===== src/common/uart_ctrl_pkg.sv =====
`default_nettype none

package uart_ctrl_pkg;

  //////////////////////////////////////////////////
  // Data types
  //////////////////////////////////////////////////

  typedef logic [7:0] byte_t;
  typedef logic [3:0] addr_t;

  // Counts banner bytes 0..15, then payload bytes 16..31
  typedef logic [4:0] idx_t;

  typedef enum logic [2:0] {
    MODE_IDLE,
    MODE_ENTER_IP,
    MODE_ENTER_KEY,
    MODE_RUN,
    MODE_VIEW_IP,
    MODE_VIEW_KEY
  } mode_t;

  //////////////////////////////////////////////////
  // Sizes and codes
  //////////////////////////////////////////////////

  localparam int BANNER_LEN = 16;
  localparam int MEM_DEPTH  = 16;

  // Host sends each code twice in a row
  localparam byte_t CMD_ENTER_IP  = 8'h11;
  localparam byte_t CMD_ENTER_KEY = 8'h22;
  localparam byte_t CMD_RUN       = 8'h33;
  localparam byte_t CMD_VIEW_IP   = 8'h44;
  localparam byte_t CMD_VIEW_KEY  = 8'h55;

  localparam byte_t PAD_CHAR = 8'h20;

endpackage

`default_nettype wire


===== src/control/cmd_fsm.sv =====
`timescale 1ns/1ps
`default_nettype none

module cmd_fsm (
  input  wire                   CLK,
  input  wire                   CPU_RESETN,
  input  wire uart_ctrl_pkg::byte_t uart_rx_data,
  input  wire                   uart_rx_vld,
  input  wire                   ap_done,
  input  wire                   seq_done,
  output uart_ctrl_pkg::mode_t  mode,
  output logic                  mode_enter,
  output logic                  ap_start,
  output logic                  accel_own
);

  import uart_ctrl_pkg::*;

  byte_t last_byte;
  mode_t cmd_mode;
  mode_t next_mode;
  logic  cmd_hit;
  logic  mode_chg;

  // Decode of the incoming byte as a command
  always_comb begin
    cmd_hit  = 1'b1;
    cmd_mode = MODE_IDLE;
    case (uart_rx_data)
      CMD_ENTER_IP:  cmd_mode = MODE_ENTER_IP;
      CMD_ENTER_KEY: cmd_mode = MODE_ENTER_KEY;
      CMD_RUN:       cmd_mode = MODE_RUN;
      CMD_VIEW_IP:   cmd_mode = MODE_VIEW_IP;
      CMD_VIEW_KEY:  cmd_mode = MODE_VIEW_KEY;
      default:       cmd_hit  = 1'b0;
    endcase
  end

  //////////////////////////////////////////////////
  // Mode transitions
  //////////////////////////////////////////////////

  always_comb begin
    next_mode = mode;
    case (mode)
      MODE_IDLE: begin
        if (uart_rx_vld && (uart_rx_data == last_byte) && cmd_hit) begin
          next_mode = cmd_mode;
        end
      end
      MODE_RUN: begin
        if (ap_done) begin
          next_mode = MODE_IDLE;
        end
      end
      // Enter and view modes end when the transfer completes
      default: begin
        if (seq_done) begin
          next_mode = MODE_IDLE;
        end
      end
    endcase
  end

  assign mode_chg = (next_mode != mode);

  always_ff @(posedge CLK or posedge CPU_RESETN) begin
    if (CPU_RESETN) begin
      mode       <= MODE_IDLE;
      mode_enter <= 1'b0;
      ap_start   <= 1'b0;
      last_byte  <= '0;
    end else begin
      mode       <= next_mode;
      mode_enter <= mode_chg;
      ap_start   <= mode_chg && (next_mode == MODE_RUN);
      // History restarts with each new mode
      if (mode_chg) begin
        last_byte <= '0;
      end else if (uart_rx_vld) begin
        last_byte <= uart_rx_data;
      end
    end
  end

  assign accel_own = (mode == MODE_RUN);

endmodule

`default_nettype wire


===== src/logic/banner_rom.sv =====
`timescale 1ns/1ps
`default_nettype none

module banner_rom (
  input  wire uart_ctrl_pkg::mode_t mode,
  input  wire uart_ctrl_pkg::idx_t  banner_idx,
  output uart_ctrl_pkg::byte_t      banner_byte
);

  import uart_ctrl_pkg::*;

  // Character 0 sits in the top byte
  logic [8*BANNER_LEN-1:0] text;

  always_comb begin
    case (mode)
      MODE_ENTER_IP:  text = "Enter Input     ";
      MODE_ENTER_KEY: text = "Enter Key       ";
      MODE_RUN:       text = "Run             ";
      MODE_VIEW_IP:   text = "View Input      ";
      MODE_VIEW_KEY:  text = "View Key        ";
      default:        text = "Idle            ";
    endcase
  end

  // Indices past the text read as padding
  always_comb begin
    if (banner_idx < idx_t'(BANNER_LEN)) begin
      banner_byte = text[(BANNER_LEN - 1 - int'(banner_idx[3:0])) * 8 +: 8];
    end else begin
      banner_byte = PAD_CHAR;
    end
  end

endmodule

`default_nettype wire


===== src/logic/mem_bank.sv =====
`timescale 1ns/1ps
`default_nettype none

module mem_bank (
  input  wire                       CLK,
  input  wire                       accel_own,
  input  wire uart_ctrl_pkg::addr_t host_addr,
  input  wire                       host_we,
  input  wire uart_ctrl_pkg::byte_t host_wdata,
  input  wire                       accel_ce,
  input  wire                       accel_we,
  input  wire uart_ctrl_pkg::addr_t accel_addr,
  input  wire uart_ctrl_pkg::byte_t accel_wdata,
  output uart_ctrl_pkg::byte_t      rdata
);

  import uart_ctrl_pkg::*;

  byte_t mem [MEM_DEPTH];

  logic  ce;
  logic  we;
  addr_t addr;
  byte_t wdata;

  // Host side reads every cycle
  assign ce    = accel_own ? accel_ce    : 1'b1;
  assign we    = accel_own ? accel_we    : host_we;
  assign addr  = accel_own ? accel_addr  : host_addr;
  assign wdata = accel_own ? accel_wdata : host_wdata;

  always_ff @(posedge CLK) begin
    if (ce) begin
      if (we) begin
        mem[addr] <= wdata;
      end
      rdata <= mem[addr];
    end
  end

endmodule

`default_nettype wire


===== src/logic/uart_host_top.sv =====
`timescale 1ns/1ps
`default_nettype none

module uart_host_top (
  input  wire                       CLK,
  input  wire                       CPU_RESETN,
  input  wire uart_ctrl_pkg::byte_t uart_rx_data,
  input  wire                       uart_rx_vld,
  input  wire                       uart_busy,
  output uart_ctrl_pkg::byte_t      uart_tx_data,
  output logic                      uart_tx_vld,
  output logic                      ap_start,
  input  wire                       ap_done,
  input  wire                       ip_mem_ce,
  input  wire                       ip_mem_we,
  input  wire uart_ctrl_pkg::addr_t ip_mem_addr,
  input  wire uart_ctrl_pkg::byte_t ip_mem_wdata,
  output uart_ctrl_pkg::byte_t      ip_mem_rdata,
  input  wire                       key_mem_ce,
  input  wire                       key_mem_we,
  input  wire uart_ctrl_pkg::addr_t key_mem_addr,
  input  wire uart_ctrl_pkg::byte_t key_mem_wdata,
  output uart_ctrl_pkg::byte_t      key_mem_rdata
);

  import uart_ctrl_pkg::*;

  mode_t mode;
  logic  mode_enter;
  logic  accel_own;
  logic  seq_done;
  idx_t  banner_idx;
  byte_t banner_byte;
  addr_t host_addr;
  byte_t host_wdata;
  logic  ip_host_we;
  logic  key_host_we;

  //////////////////////////////////////////////////
  // Control path
  //////////////////////////////////////////////////

  cmd_fsm cmd_fsm_i (
    .CLK          (CLK),
    .CPU_RESETN   (CPU_RESETN),
    .uart_rx_data (uart_rx_data),
    .uart_rx_vld  (uart_rx_vld),
    .ap_done      (ap_done),
    .seq_done     (seq_done),
    .mode         (mode),
    .mode_enter   (mode_enter),
    .ap_start     (ap_start),
    .accel_own    (accel_own)
  );

  xfer_seq xfer_seq_i (
    .CLK          (CLK),
    .CPU_RESETN   (CPU_RESETN),
    .mode         (mode),
    .mode_enter   (mode_enter),
    .uart_rx_data (uart_rx_data),
    .uart_rx_vld  (uart_rx_vld),
    .uart_busy    (uart_busy),
    .banner_byte  (banner_byte),
    .ip_rdata     (ip_mem_rdata),
    .key_rdata    (key_mem_rdata),
    .banner_idx   (banner_idx),
    .uart_tx_data (uart_tx_data),
    .uart_tx_vld  (uart_tx_vld),
    .host_addr    (host_addr),
    .host_wdata   (host_wdata),
    .ip_host_we   (ip_host_we),
    .key_host_we  (key_host_we),
    .seq_done     (seq_done)
  );

  banner_rom banner_rom_i (
    .mode        (mode),
    .banner_idx  (banner_idx),
    .banner_byte (banner_byte)
  );

  //////////////////////////////////////////////////
  // Shared memories
  //////////////////////////////////////////////////

  mem_bank ip_bank (
    .CLK         (CLK),
    .accel_own   (accel_own),
    .host_addr   (host_addr),
    .host_we     (ip_host_we),
    .host_wdata  (host_wdata),
    .accel_ce    (ip_mem_ce),
    .accel_we    (ip_mem_we),
    .accel_addr  (ip_mem_addr),
    .accel_wdata (ip_mem_wdata),
    .rdata       (ip_mem_rdata)
  );

  mem_bank key_bank (
    .CLK         (CLK),
    .accel_own   (accel_own),
    .host_addr   (host_addr),
    .host_we     (key_host_we),
    .host_wdata  (host_wdata),
    .accel_ce    (key_mem_ce),
    .accel_we    (key_mem_we),
    .accel_addr  (key_mem_addr),
    .accel_wdata (key_mem_wdata),
    .rdata       (key_mem_rdata)
  );

endmodule

`default_nettype wire


===== src/logic/xfer_seq.sv =====
`timescale 1ns/1ps
`default_nettype none

module xfer_seq (
  input  wire                       CLK,
  input  wire                       CPU_RESETN,
  input  wire uart_ctrl_pkg::mode_t mode,
  input  wire                       mode_enter,
  input  wire uart_ctrl_pkg::byte_t uart_rx_data,
  input  wire                       uart_rx_vld,
  input  wire                       uart_busy,
  input  wire uart_ctrl_pkg::byte_t banner_byte,
  input  wire uart_ctrl_pkg::byte_t ip_rdata,
  input  wire uart_ctrl_pkg::byte_t key_rdata,
  output uart_ctrl_pkg::idx_t       banner_idx,
  output uart_ctrl_pkg::byte_t      uart_tx_data,
  output logic                      uart_tx_vld,
  output uart_ctrl_pkg::addr_t      host_addr,
  output uart_ctrl_pkg::byte_t      host_wdata,
  output logic                      ip_host_we,
  output logic                      key_host_we,
  output logic                      seq_done
);

  import uart_ctrl_pkg::*;

  idx_t  cnt;
  logic  fin;
  logic  busy_d;
  logic  busy_fall;
  logic  banner_phase;
  logic  last;
  logic  enter_mode;
  logic  view_mode;
  logic  host_we;
  logic  tx_vld_q;
  logic  tx_mem_q;
  byte_t tx_byte_q;
  byte_t view_rdata;

  assign busy_fall    = busy_d && !uart_busy;
  assign banner_phase = (cnt < idx_t'(BANNER_LEN));
  assign last         = (cnt == idx_t'(BANNER_LEN + MEM_DEPTH - 1));
  assign enter_mode   = (mode == MODE_ENTER_IP) || (mode == MODE_ENTER_KEY);
  assign view_mode    = (mode == MODE_VIEW_IP) || (mode == MODE_VIEW_KEY);

  // Count is stale in the entry cycle
  assign banner_idx = mode_enter ? '0 : cnt;
  assign host_addr  = cnt[3:0];
  assign host_wdata = uart_rx_data;

  assign host_we     = enter_mode && uart_rx_vld && !banner_phase && !fin && !mode_enter;
  assign ip_host_we  = host_we && (mode == MODE_ENTER_IP);
  assign key_host_we = host_we && (mode == MODE_ENTER_KEY);

  //////////////////////////////////////////////////
  // Byte counter and transmit pacing
  //////////////////////////////////////////////////

  always_ff @(posedge CLK or posedge CPU_RESETN) begin
    if (CPU_RESETN) begin
      busy_d   <= 1'b0;
      cnt      <= '0;
      fin      <= 1'b0;
      tx_vld_q <= 1'b0;
      tx_mem_q <= 1'b0;
      seq_done <= 1'b0;
    end else begin
      busy_d   <= uart_busy;
      tx_vld_q <= 1'b0;
      seq_done <= 1'b0;
      if (mode_enter) begin
        cnt      <= idx_t'(1);
        fin      <= 1'b0;
        tx_vld_q <= 1'b1;
        tx_mem_q <= 1'b0;
      end else if (host_we) begin
        if (last) begin
          fin      <= 1'b1;
          seq_done <= 1'b1;
        end else begin
          cnt <= cnt + idx_t'(1);
        end
      end else if (busy_fall) begin
        if (banner_phase) begin
          cnt      <= cnt + idx_t'(1);
          tx_vld_q <= 1'b1;
          tx_mem_q <= 1'b0;
        end else if (view_mode && fin) begin
          seq_done <= 1'b1;
        end else if (view_mode) begin
          // Address goes out now, memory byte next cycle
          tx_vld_q <= 1'b1;
          tx_mem_q <= 1'b1;
          if (last) begin
            fin <= 1'b1;
          end else begin
            cnt <= cnt + idx_t'(1);
          end
        end
      end
    end
  end

  always_ff @(posedge CLK) begin
    if (mode_enter || (busy_fall && banner_phase)) begin
      tx_byte_q <= banner_byte;
    end
  end

  assign view_rdata   = (mode == MODE_VIEW_KEY) ? key_rdata : ip_rdata;
  assign uart_tx_data = tx_mem_q ? view_rdata : tx_byte_q;
  assign uart_tx_vld  = tx_vld_q;

endmodule

`default_nettype wire


===== config.mk =====
export PLATFORM = sky130hd
export DESIGN_NAME = uart_host_top
export DESIGN_NICKNAME = d
export VERILOG_FILES = /design/src/common/uart_ctrl_pkg.sv /design/src/control/cmd_fsm.sv /design/src/logic/banner_rom.sv /design/src/logic/mem_bank.sv /design/src/logic/uart_host_top.sv /design/src/logic/xfer_seq.sv
export SDC_FILE = /design/constraint.sdc
export NUM_CORES = 1
export LEC_CHECK = 0
export ABC_AREA = 1
export BUFFER_PORTS_ARGS = -buffer_cell sky130_fd_sc_hd__buf_4
export CORE_UTILIZATION = 55
export DETAILED_ROUTE_END_ITERATION = 7
export GPL_ROUTABILITY_DRIVEN = 1
export MAX_ROUTING_LAYER = met4
export PLACE_DENSITY = 0.69
export REMOVE_ABC_BUFFERS = 1
export SLEW_MARGIN = 25
export SYNTH_ARGS = -nofsm -noshare
export SYNTH_HDL_FRONTEND = slang
export SYNTH_HIERARCHICAL = 1
export SYNTH_SLANG_ARGS = --single-unit

===== constraint.sdc =====
create_clock -name CLK -period 2.7 [get_ports CLK]
set_input_delay 0.54 -clock CLK [delete_from_list [all_inputs] [get_ports CLK]]
set_output_delay 0.54 -clock CLK [all_outputs]
set_load 0.02 [all_outputs]

==> flow_summary_export.csv, run 1 <==
group,metric,value,unit
setup_path,start_kind,"flop",
cts,clockBufferDepth,3,
detailed_routing,avgRoutedWirePerCell,17.8,um
floorplanning,fp.dieH,167,um
cts,clk_pin_slew_worst_paths,0.07,ns
flow_run,drv_cap,0,
timing,hold-worst-slack,-0.00102,ns
timing,setup_viol,0,
setup_path,cp.required,2.96,ns
cts,cts_root_buf,"clkbuf_16",
synth,synth_warnings,6,
detailed_routing,drt-total-wl,36.9,mm
global_route,antenna_found_initial,0,
floorplanning,num_rows,59,
final_layout,fin_nets,1760,
final_layout,antenna_cells,0,
synth,syn_inst,1640,
timing,setup_tns,0,ns
synth,synth_flop_cell,"edfxtp_1",
detailed_routing,drc_errors,0,
final_layout,fill_cells,2181,
detailed_routing,drt-initial-drc-count,1146,
cts,htreeDepth,1,
setup_path,cp_max_fo,9,
power_and_ir_drop,vdd_drop_max,0.000591,V
cts,clock_sinks,303,
synth,syn_area,0.0149,sq mm
detailed_routing,ant_nets,0,
synth,ys_seq_area_frac,0.602,
timing,skew,0.0121,ns
final_layout,multi_input_area,0.00502,sq mm
final_layout,area_growth,13.0,%
placed_design,gp_congestion,0.934,
synth,synth_edf_count,280,
detailed_routing,dr.pass1.iters,5,
setup_path,worstSetupPathType,"flop to flop",
setup_path,ff2ff_path_depth,11,
global_route,grt_use_total,0.276,
floorplanning,dieArea,0.0278,sq mm
timing,hold_viol,1,
timing,fmax,0.396,GHz
final_layout,final_area,0.0169,sq mm
setup_path,end_kind,"flop",
timing,tightest_slew,0.871,ns
cts,post-cts-setup-buffers,0,
global_route,grt_pass1_vias,10500,
placed_design,postPlaceCellArea,0.0158,sq mm
synth,ys_seq_elements,303,
timing,drv_slew,0,
floorplanning,core_area,0.0264,sq mm
synth,ys_async_sr_fraction,0.0759,
placed_design,hpwl,25.1,mm
status,status,"complete, but fails checks",
global_route,gr-total-overflow,0,
detailed_routing,via_count,11300,
final_layout,final_common_cell,"nand2_1",
synth,syn_area_per_cell,9.10,sq um
status,violations,"hold timing",
power_and_ir_drop,p_leak,0.00748,uW
power_and_ir_drop,power_density,963,mW/mm^2
timing,period_needed,2.53,ns
placed_design,portBuffers,66,
timing,slew_headroom,0.418,
floorplanning,ioPinCount,67,
detailed_routing,viasPerCell,5.46,
setup_path,crit_arrival,2.79,ns
final_layout,regArea,0.00898,sq mm
timing,rsz0062_at_grt,"yes",
global_route,grt_max_degree,59,
floorplanning,die_w,167,um
cts,cts_made_buffers,30,
worst_hold_path,min-delay-path-class,"primary input to asynchronous set/reset pin",
floorplanning,start_util,0.567,
synth,synth_cell_types,40,
final_layout,final_cell_mix,"743 x nand2_1, 280 x edfxtp_1, 175 x nand3_1",
final_layout,layout-drive-gt1-share,0.150,
cts,ctsHoldBuffers,0,
timing,fin_crit_sh,0.936,
cts,clock_latency,0.56,ns
global_route,grt_pass1_wl,57.3,mm
cts,cts_tree,"yes",
[path summary, 6_finish.rpt]
check	start	slack, ns	to
max	cmd_fsm_i/mode[2]	0.17	ip_bank/mem[13][3]
max in group asynchronous	CPU_RESETN	2.26	cmd_fsm_i/last_byte[5]
max reg2reg	cmd_fsm_i/mode[2]	0.17	ip_bank/mem[13][3]
min	CPU_RESETN	-0.001	xfer_seq_i/seq_done
min in group CLK	uart_busy	0.10	xfer_seq_i/busy_d
min reg2reg	xfer_seq_i/fin	0.52	xfer_seq_i/fin
[where the power goes]
group | switching (uW) | internal [uW] | total [uW]
logic | 4150 | 1910 | 6060
clock network | 1720 | 2610 | 4330
registers | 338 | 5530 | 5870
total | 6200 | 10100 | 16300
[cells by family (layout without fill, tap and decap cells)]
group,after synthesis,in the layout,share of synthesized area
AOI/OAI and AO/OA,52,52,0.0197
DFF,303,303,0.602
adders and majority gates,3,3,0.00251
and+or+nand+nor,1086,1086,0.309
buffers and inverters,194,293,0.0660
other,1,1,0.000251
xor gates and xnor gates,1,1,0.000587
[sequential cells by signal, summed over array words and instances (netlist names), 3 cells and up]
signal	cells
ip_bank/rdata	8
xfer_seq_i/cnt	5
xfer_seq_i/tx_byte_q	8
cmd_fsm_i/last_byte	8
ip_bank/mem	128
key_bank/mem	128
key_bank/rdata	8
cmd_fsm_i/mode	3
[synth_stat cells, types with 9 or more instances]
master / instances / area share
nand2_1: 744 / 0.19
edfxtp_1: 280 / 0.56
nand3_1: 182 / 0.061
inv_1: 94 / 0.024
nor2_1: 91 / 0.023
buf_2: 35 / 0.012
buf_4: 26 / 0.013
dfrtp_1: 23 / 0.039
nand2_2: 21 / 0.0088
inv_2: 16 / 0.0040
o21ai_0: 16 / 0.0054
a21oi_1: 15 / 0.0050
nor2_2: 14 / 0.0059
buf_6: 10 / 0.0075
a31oi_1: 9 / 0.0038
[critical path, cell delays in order (launching register included)]
cell	delay, ns
dfrtp_1	0.38
buf_4	0.17
inv_1	0.14
nand3b_1	0.13
nand2_1	0.14
nand3_1	0.12
nor2_1	0.20
nor2_1	0.11
a21oi_4	0.22
nand3_1	0.25
nor2_1	0.18
buf_4	0.18
[layer usage]
layer | wire length, um | part of all wire | GRT usage
met1 | 16300 | 0.44 | 0.400
met2 | 16500 | 0.45 | 0.404
met5 | 0 | 0 | -
met4 | 915 | 0.025 | 0.0777
met3 | 3210 | 0.087 | 0.0440
[metrics by stage]
| stage | setup slack [ns] | utilization | std cells | total power [uW] |
|---|---|---|---|---|
| detailed placement | 0.0377 | 0.599 | 2019 | 11900 |
| floorplan | -1.21 | - | 1562 | 9860 |
| finish | 0.174 | 0.640 | 2074 | 16300 |
| CTS | 0.0186 | 0.638 | 2074 | 16200 |
| global placement | 0.0646 | 0.599 | 2019 | 11800 |
| global route | -0.0776 | 0.640 | 2074 | 17200 |
[timing repair]
action,CTS,global route
pin swaps,0,0
setup endpoints to repair,8,269
resized for setup,2,11
[layout make-up]
type                       instances  share of cell area
timing repair buffer             122              0.0574
sequential                       303               0.532
multi-input combinational       1143               0.297
inverter                         116              0.0264
tap                              335              0.0248
clock inverter                    20              0.0136
clock buffer                      35              0.0480
Note: power is estimated with default switching activity, not from simulation.
==> run 2, diff against run 1 <==
--- a/config.mk
+++ b/config.mk
@@ -7,11 +7,11 @@
 export LEC_CHECK = 0
 export ABC_AREA = 1
 export BUFFER_PORTS_ARGS = -buffer_cell sky130_fd_sc_hd__buf_4
-export CORE_UTILIZATION = 55
+export CORE_UTILIZATION = 45
 export DETAILED_ROUTE_END_ITERATION = 7
 export GPL_ROUTABILITY_DRIVEN = 1
 export MAX_ROUTING_LAYER = met4
-export PLACE_DENSITY = 0.69
+export PLACE_DENSITY = 0.58
 export REMOVE_ABC_BUFFERS = 1
 export SLEW_MARGIN = 25
 export SYNTH_ARGS = -nofsm -noshare
==> run 2 against run 1 <==
The flow now finishes without violations. Register-to-register slack improved by 0.02 ns. Sequential share of layout area is 0.42 points lower. Clock-buffer cell count up 11. Combinational power barely moved. Design area increased by 0.80%. Final cell count up 5.7%. Non-clock buffer count grew 3. Fmax up 0.74%. Power increased by 0.16%. Worst setup slack gained 0.019 ns. Critical path depth grew 1. Sequential power hardly changed.
==> flow_summary_export.csv, run 2 (synthesis gave the netlist of run 1 again) <==
group,metric,value,unit
timing,fmax,0.399,GHz
floorplanning,fp.dieH,184,um
final_layout,antenna_cells,0,
final_layout,top_regs,"ip_bank/mem: 128 flops, key_bank/mem: 128 flops",
detailed_routing,avgRoutedWirePerCell,17.5,um
power_and_ir_drop,p_leak,0.00750,uW
placed_design,dp_slack,0.147,ns
final_layout,fill_cells,3058,
timing,skew,0.0289,ns
final_layout,final_area,0.0170,sq mm
setup_path,end_kind,"flop",
floorplanning,die_w,184,um
setup_path,ff2ff_path_depth,12,
global_route,gr-total-overflow,0,
setup_path,cp.required,2.90,ns
global_route,grt_max_degree,59,
detailed_routing,drt-initial-drc-count,877,
floorplanning,ioPinCount,67,
worst_hold_path,min-delay-path-class,"primary input to asynchronous set/reset pin",
cts,htreeDepth,2,
cts,cts_tree,"yes",
cts,ctsHoldBuffers,0,
timing,hold_viol,0,
final_layout,area_growth,14.0,%
final_layout,fin_nets,1768,
setup_path,start_kind,"flop",
final_layout,layout-drive-gt1-share,0.144,
detailed_routing,viasPerCell,5.14,
detailed_routing,via_count,11300,
cts,clk_pin_slew_worst_paths,0.06,ns
global_route,grt_pass1_wl,60.3,mm
detailed_routing,drc_errors,0,
setup_path,critPathBufInv,7,
cts,cts_root_buf,"clkbuf_16",
cts,post-cts-setup-buffers,0,
placed_design,gp_congestion,0.904,
detailed_routing,ant_nets,0,
setup_path,crit_arrival,2.71,ns
power_and_ir_drop,vdd_drop_max,0.000560,V
setup_path,reg2reg_from,"cmd_fsm_i/mode[2]",
setup_path,crit_start,"cmd_fsm_i/mode[2]",
floorplanning,dieArea,0.0339,sq mm
placed_design,hpwl,26.2,mm
floorplanning,core_area,0.0326,sq mm
power_and_ir_drop,power_density,957,mW/mm^2
timing,hold-worst-slack,0.0671,ns
timing,slew_headroom,0.428,
global_route,antenna_found_initial,0,
cts,clock_latency,0.51,ns
status,status,"complete, no violations",
floorplanning,start_util,0.458,
cts,post_cts_resized,0,
power_and_ir_drop,p_total,16300,uW
timing,setup_viol,0,
detailed_routing,dr.pass1.iters,6,
detailed_routing,drt-total-wl,38.5,mm
timing,tightest_slew,0.856,ns
setup_path,cp_top_family,"buffers and inverters",
setup_path,critPathMaxStageDelay,0.41,ns
cts,clockBufferDepth,3,
placed_design,postPlaceCellArea,0.0159,sq mm
placed_design,portBuffers,66,
setup_path,cp_num_cells,12,
setup_path,critPathSlowestCell,"dfrtp_1",
timing,period_needed,2.51,ns
floorplanning,num_rows,66,
final_layout,final_cell_mix,"743 x nand2_1, 280 x edfxtp_1, 181 x nand3_1",
timing,setup_tns,0,ns
setup_path,worstSetupPathType,"flop to flop",
global_route,grt_pass1_vias,10800,
timing,rsz0062_at_grt,"no",
cts,clock_sinks,303,
cts,cts_made_buffers,35,
setup_path,path_cells,"inv_1 > nand3_1 > inv_1 > buf_12 > inv_4 > or2_1 > o21ai_2 > inv_4 > nor2_8 > inv_2 > nor2_1 > buf_4",
timing,fin_crit_sh,0.929,
final_layout,final_common_cell,"nand2_1",
global_route,grt_use_total,0.241,
setup_path,cp_max_fo,32,
flow_run,drv_cap,0,
timing,layout_setup_ws,0.192,ns
timing,drv_slew,0,
run 2: changes by cell type in the layout (fill, tap and decap cells not counted), sizes merged:
| cell | previous run | this run |
|---|---|---|
| clkinvlp | 2 | 1 |
| buf | 122 | 125 |
| clkinv | 14 | 17 |
| bufinv | 5 | 1 |
| clkbuf | 35 | 46 |
run 2: final timing paths:
check / end / slack (ns)
worst min register to register: xfer_seq_i/fin / 0.52
min in group CLK: xfer_seq_i/busy_d / 0.15
worst min-delay path: xfer_seq_i/busy_d / 0.07
worst max-delay path: ip_bank/mem[5][5] / 0.19
max in group asynchronous: cmd_fsm_i/last_byte[5] / 2.22
worst max register to register: ip_bank/mem[5][5] / 0.19
run 2: final cells by class:
cell class | count | area [sq um] | share of cell area
Inverter | 116 | 448 | 0.0263
Tap cell | 442 | 553 | 0.0325
Multi-Input combinational cell | 1143 | 4990 | 0.293
Clock inverter | 18 | 121 | 0.00713
Timing Repair Buffer | 125 | 983 | 0.0578
Clock buffer | 46 | 938 | 0.0552
Sequential cell | 303 | 8980 | 0.528
run 2: through the flow:
stage | cells | utilization
after floorplan | 1562 | -
after global placement | 2129 | 0.488
after detailed placement | 2129 | 0.488
after CTS | 2193 | 0.521
after global routing | 2193 | 0.522
final | 2193 | 0.522
run 2: per-layer routing:
metal,up-vias,part of all wire,track usage
met5,-,0,-
met4,0,0.026,0.0720
met3,74,0.056,0.0312
met2,354,0.48,0.386
met1,5347,0.44,0.320
li1,5503,-,-
run 2: where the power goes:
group | internal (uW) | switching, uW | total, uW
clock | 2550 | 1790 | 4340
sequential | 5540 | 315 | 5850
combinational | 1940 | 4150 | 6090
==> run 3, diff against run 2 <==
--- a/config.mk
+++ b/config.mk
@@ -8,13 +8,13 @@
 export ABC_AREA = 1
 export BUFFER_PORTS_ARGS = -buffer_cell sky130_fd_sc_hd__buf_4
 export CORE_UTILIZATION = 45
+export CTS_CLUSTER_SIZE = 24
 export DETAILED_ROUTE_END_ITERATION = 7
 export GPL_ROUTABILITY_DRIVEN = 1
 export MAX_ROUTING_LAYER = met4
-export PLACE_DENSITY = 0.58
+export PLACE_DENSITY = 0.59
 export REMOVE_ABC_BUFFERS = 1
 export SLEW_MARGIN = 25
 export SYNTH_ARGS = -nofsm -noshare
 export SYNTH_HDL_FRONTEND = slang
-export SYNTH_HIERARCHICAL = 1
 export SYNTH_SLANG_ARGS = --single-unit
==> run 3 against run 2 <==
Sequential power barely moved. Critical path depth down 5. Synthesized cell count down 29%. Hold slack lost 0.033 ns. Final cell count is 23% lower. Sequential cell count shrank 1.
==> flow_summary_export.csv, run 3 <==
group,metric,value,unit
global_route,gr-total-overflow,0,
floorplanning,dieArea,0.0289,sq mm
global_route,grt_use_total,0.229,
timing,slew_headroom,0.530,
global_route,grt_pass1_wl,47.9,mm
synth,synth_flop_cell,"edfxtp_1",
global_route,grt_max_degree,34,
placed_design,gp_congestion,0.889,
synth,synth_warnings,0,
final_layout,final_common_cell,"nand2_1",
setup_path,reg2reg_from,"cmd_fsm_i.mode[2]",
synth,syn_area,0.0127,sq mm
synth,ys_seq_elements,302,
timing,layout_setup_ws,0.166,ns
detailed_routing,drc_errors,0,
timing,rsz0062_at_grt,"no",
setup_path,start_kind,"flop",
flow_run,drv_cap,0,
cts,htreeDepth,1,
power_and_ir_drop,p_sw,5090,uW
global_route,antenna_found_initial,0,
floorplanning,start_util,0.457,
synth,ys_async_sr_fraction,0.0762,
setup_path,crit_arrival,1.99,ns
timing,setup_viol,0,
final_layout,final_area,0.0151,sq mm
worst_hold_path,min-delay-path-class,"primary input to asynchronous set/reset pin",
placed_design,postPlaceCellArea,0.0140,sq mm
global_route,grt_pass1_vias,8362,
timing,drv_slew,0,
setup_path,worstSetupPathType,"flop to primary output",
cts,cts_tree,"yes",
detailed_routing,avgRoutedWirePerCell,18.6,um
detailed_routing,drt-initial-drc-count,791,
floorplanning,die_w,170,um
setup_path,end_kind,"primary output",
synth,synth_edf_count,279,
timing,hold_viol,0,
timing,fmax,0.395,GHz
power_and_ir_drop,vdd_drop_max,0.000612,V
cts,cts_made_buffers,31,
placed_design,hpwl,21.7,mm
placed_design,dp_cells,1637,
detailed_routing,via_count,8788,
final_layout,final_cell_mix,"461 x nand2_1, 279 x edfxtp_1, 128 x buf_4",
final_layout,layout-drive-gt1-share,0.153,
detailed_routing,viasPerCell,5.18,
status,status,"complete, no violations",
timing,fin_crit_sh,0.939,
detailed_routing,ant_nets,0,
floorplanning,ioPinCount,67,
timing,skew,0.0162,ns
cts,clockBufferDepth,3,
setup_path,cp_max_fo,9,
cts,clock_sinks,302,
floorplanning,core_area,0.0278,sq mm
power_and_ir_drop,combPwrFrac,0.309,
synth,synth_commonest_cells,"461 x nand2_1, 279 x edfxtp_1, 83 x nor2_1",
timing,period_needed,2.53,ns
power_and_ir_drop,switching_share,0.348,
cts,clock_latency,0.57,ns
cts,clk_pin_slew_worst_paths,0.07,ns
placed_design,dp_slack,0.250,ns
synth,yosysTopAreaCell,"edfxtp_1",
synth,synth_area_leaders,"edfxtp_1 66%, nand2_1 14%, dfrtp_1 4.5%",
floorplanning,num_rows,61,
final_layout,top_regs,"ip_bank.mem: 128 flops, key_bank.mem: 128 flops",
synth,synth_cell_types,32,
final_layout,antenna_cells,0,
power_and_ir_drop,clockPowerShare,0.291,
setup_path,crit_start,"cmd_fsm_i.mode[1]",
synth,ys_seq_area_frac,0.705,
placed_design,portBuffers,66,
floorplanning,fp.dieH,170,um
power_and_ir_drop,power_frac_seq,0.401,
cts,cts_root_buf,"clkbuf_16",
timing,tightest_slew,0.697,ns
detailed_routing,dr.pass1.iters,5,
setup_path,cp.required,2.16,ns
synth,synth_top_area_share,0.660,
power_and_ir_drop,power_density,970,mW/mm^2
final_layout,area_growth,18.8,%
power_and_ir_drop,p_int,9540,uW
final_layout,fin_nets,1336,
synth,syn_inst,1162,
synth,yosysMostFrequentCell,"nand2_1",
timing,setup_tns,0,ns
synth,syn_area_per_cell,10.9,sq um
detailed_routing,drt-total-wl,31.5,mm
final_layout,fin_cells,1697,
power_and_ir_drop,p_leak,0.00571,uW
-- run 3: metrics by stage --
step | hold WS, ns | util | power, uW
global placement | 0.537 | 0.505 | 10400
global route | 0.0605 | 0.543 | 15400
detailed placement | 0.547 | 0.505 | 10400
floorplan | 0.489 | - | 8510
finish | 0.0341 | 0.543 | 14600
CTS | 0.0129 | 0.542 | 14700
-- run 3: power by group through the flow --
| stage | clock, uW | combinational (uW) | sequential, uW |
|---|---|---|---|
| 2_1_floorplan | 0 | 2550 | 5970 |
| 3_3_place_gp | 0 | 4490 | 5950 |
| 3_5_place_dp | 0 | 4480 | 5960 |
| 4_1_cts | 4330 | 4500 | 5860 |
| 5_1_grt | 4510 | 4990 | 5890 |
| 6_report | 4250 | 4520 | 5860 |
-- run 3: cells by family after synthesis --
| family | synth area share |
|---|---|
| AOI/OAI and AO/OA | 0.0343 |
| buffers and inverters | 0.0327 |
| muxes | 0.00158 |
| DFF | 0.705 |
| adders and majority gates | 0.000985 |
| xor gates and xnor gates | 0.00207 |
| and+or+nand+nor | 0.223 |
-- run 3: critical path, stage by stage, from the launching register on --
cell	delay, ns
dfrtp_2	0.46
inv_1	0.09
nand2_1	0.14
nor2_4	0.21
clkinv_2	0.17
nor2_1	0.12
o21ai_0	0.09
buf_4	0.16
-- run 3: final cells by class --
cell class	count	area, sq um
fillers	2467	12700
flip-flops and latches	302	8950
multi-input cells	757	3330
repair buffers	132	1040
clock buffers	37	798
well taps	378	473
inverters	70	264
clock inverters	21	223
-- run 3: repair_timing --
item | CTS | global route
pin swaps | 0 | 1
hold buffers | 0 | 0
resized for setup | 1 | 1
buffers inserted | 0 | 2
endpoints found under the setup margin | 8 | 8
-- run 3: final timing paths --
kind / slack, ns / cells past startpoint / end
worst max-delay path: 0.17 / 7 / uart_tx_data[2]
worst min-delay path: 0.03 / 3 / cmd_fsm_i.last_byte[4]
worst max register to register: 0.22 / 10 / ip_bank.mem[11][0]
worst min register to register: 0.56 / 2 / xfer_seq_i.seq_done
max in group asynchronous: 2.40 / 3 / cmd_fsm_i.mode[1]
min in group CLK: 0.10 / 1 / xfer_seq_i.busy_d
-- run 3: layer usage --
layer / share of wire / routed length, um / vias up / GRT usage
li1: - / - / 4279 / -
met5: 0 / 0 / - / -
met1: 0.44 / 13700 / 4205 / 0.306
met2: 0.48 / 15100 / 256 / 0.371
met4: 0.021 / 646 / 0 / 0.0552
met3: 0.064 / 2010 / 48 / 0.0307
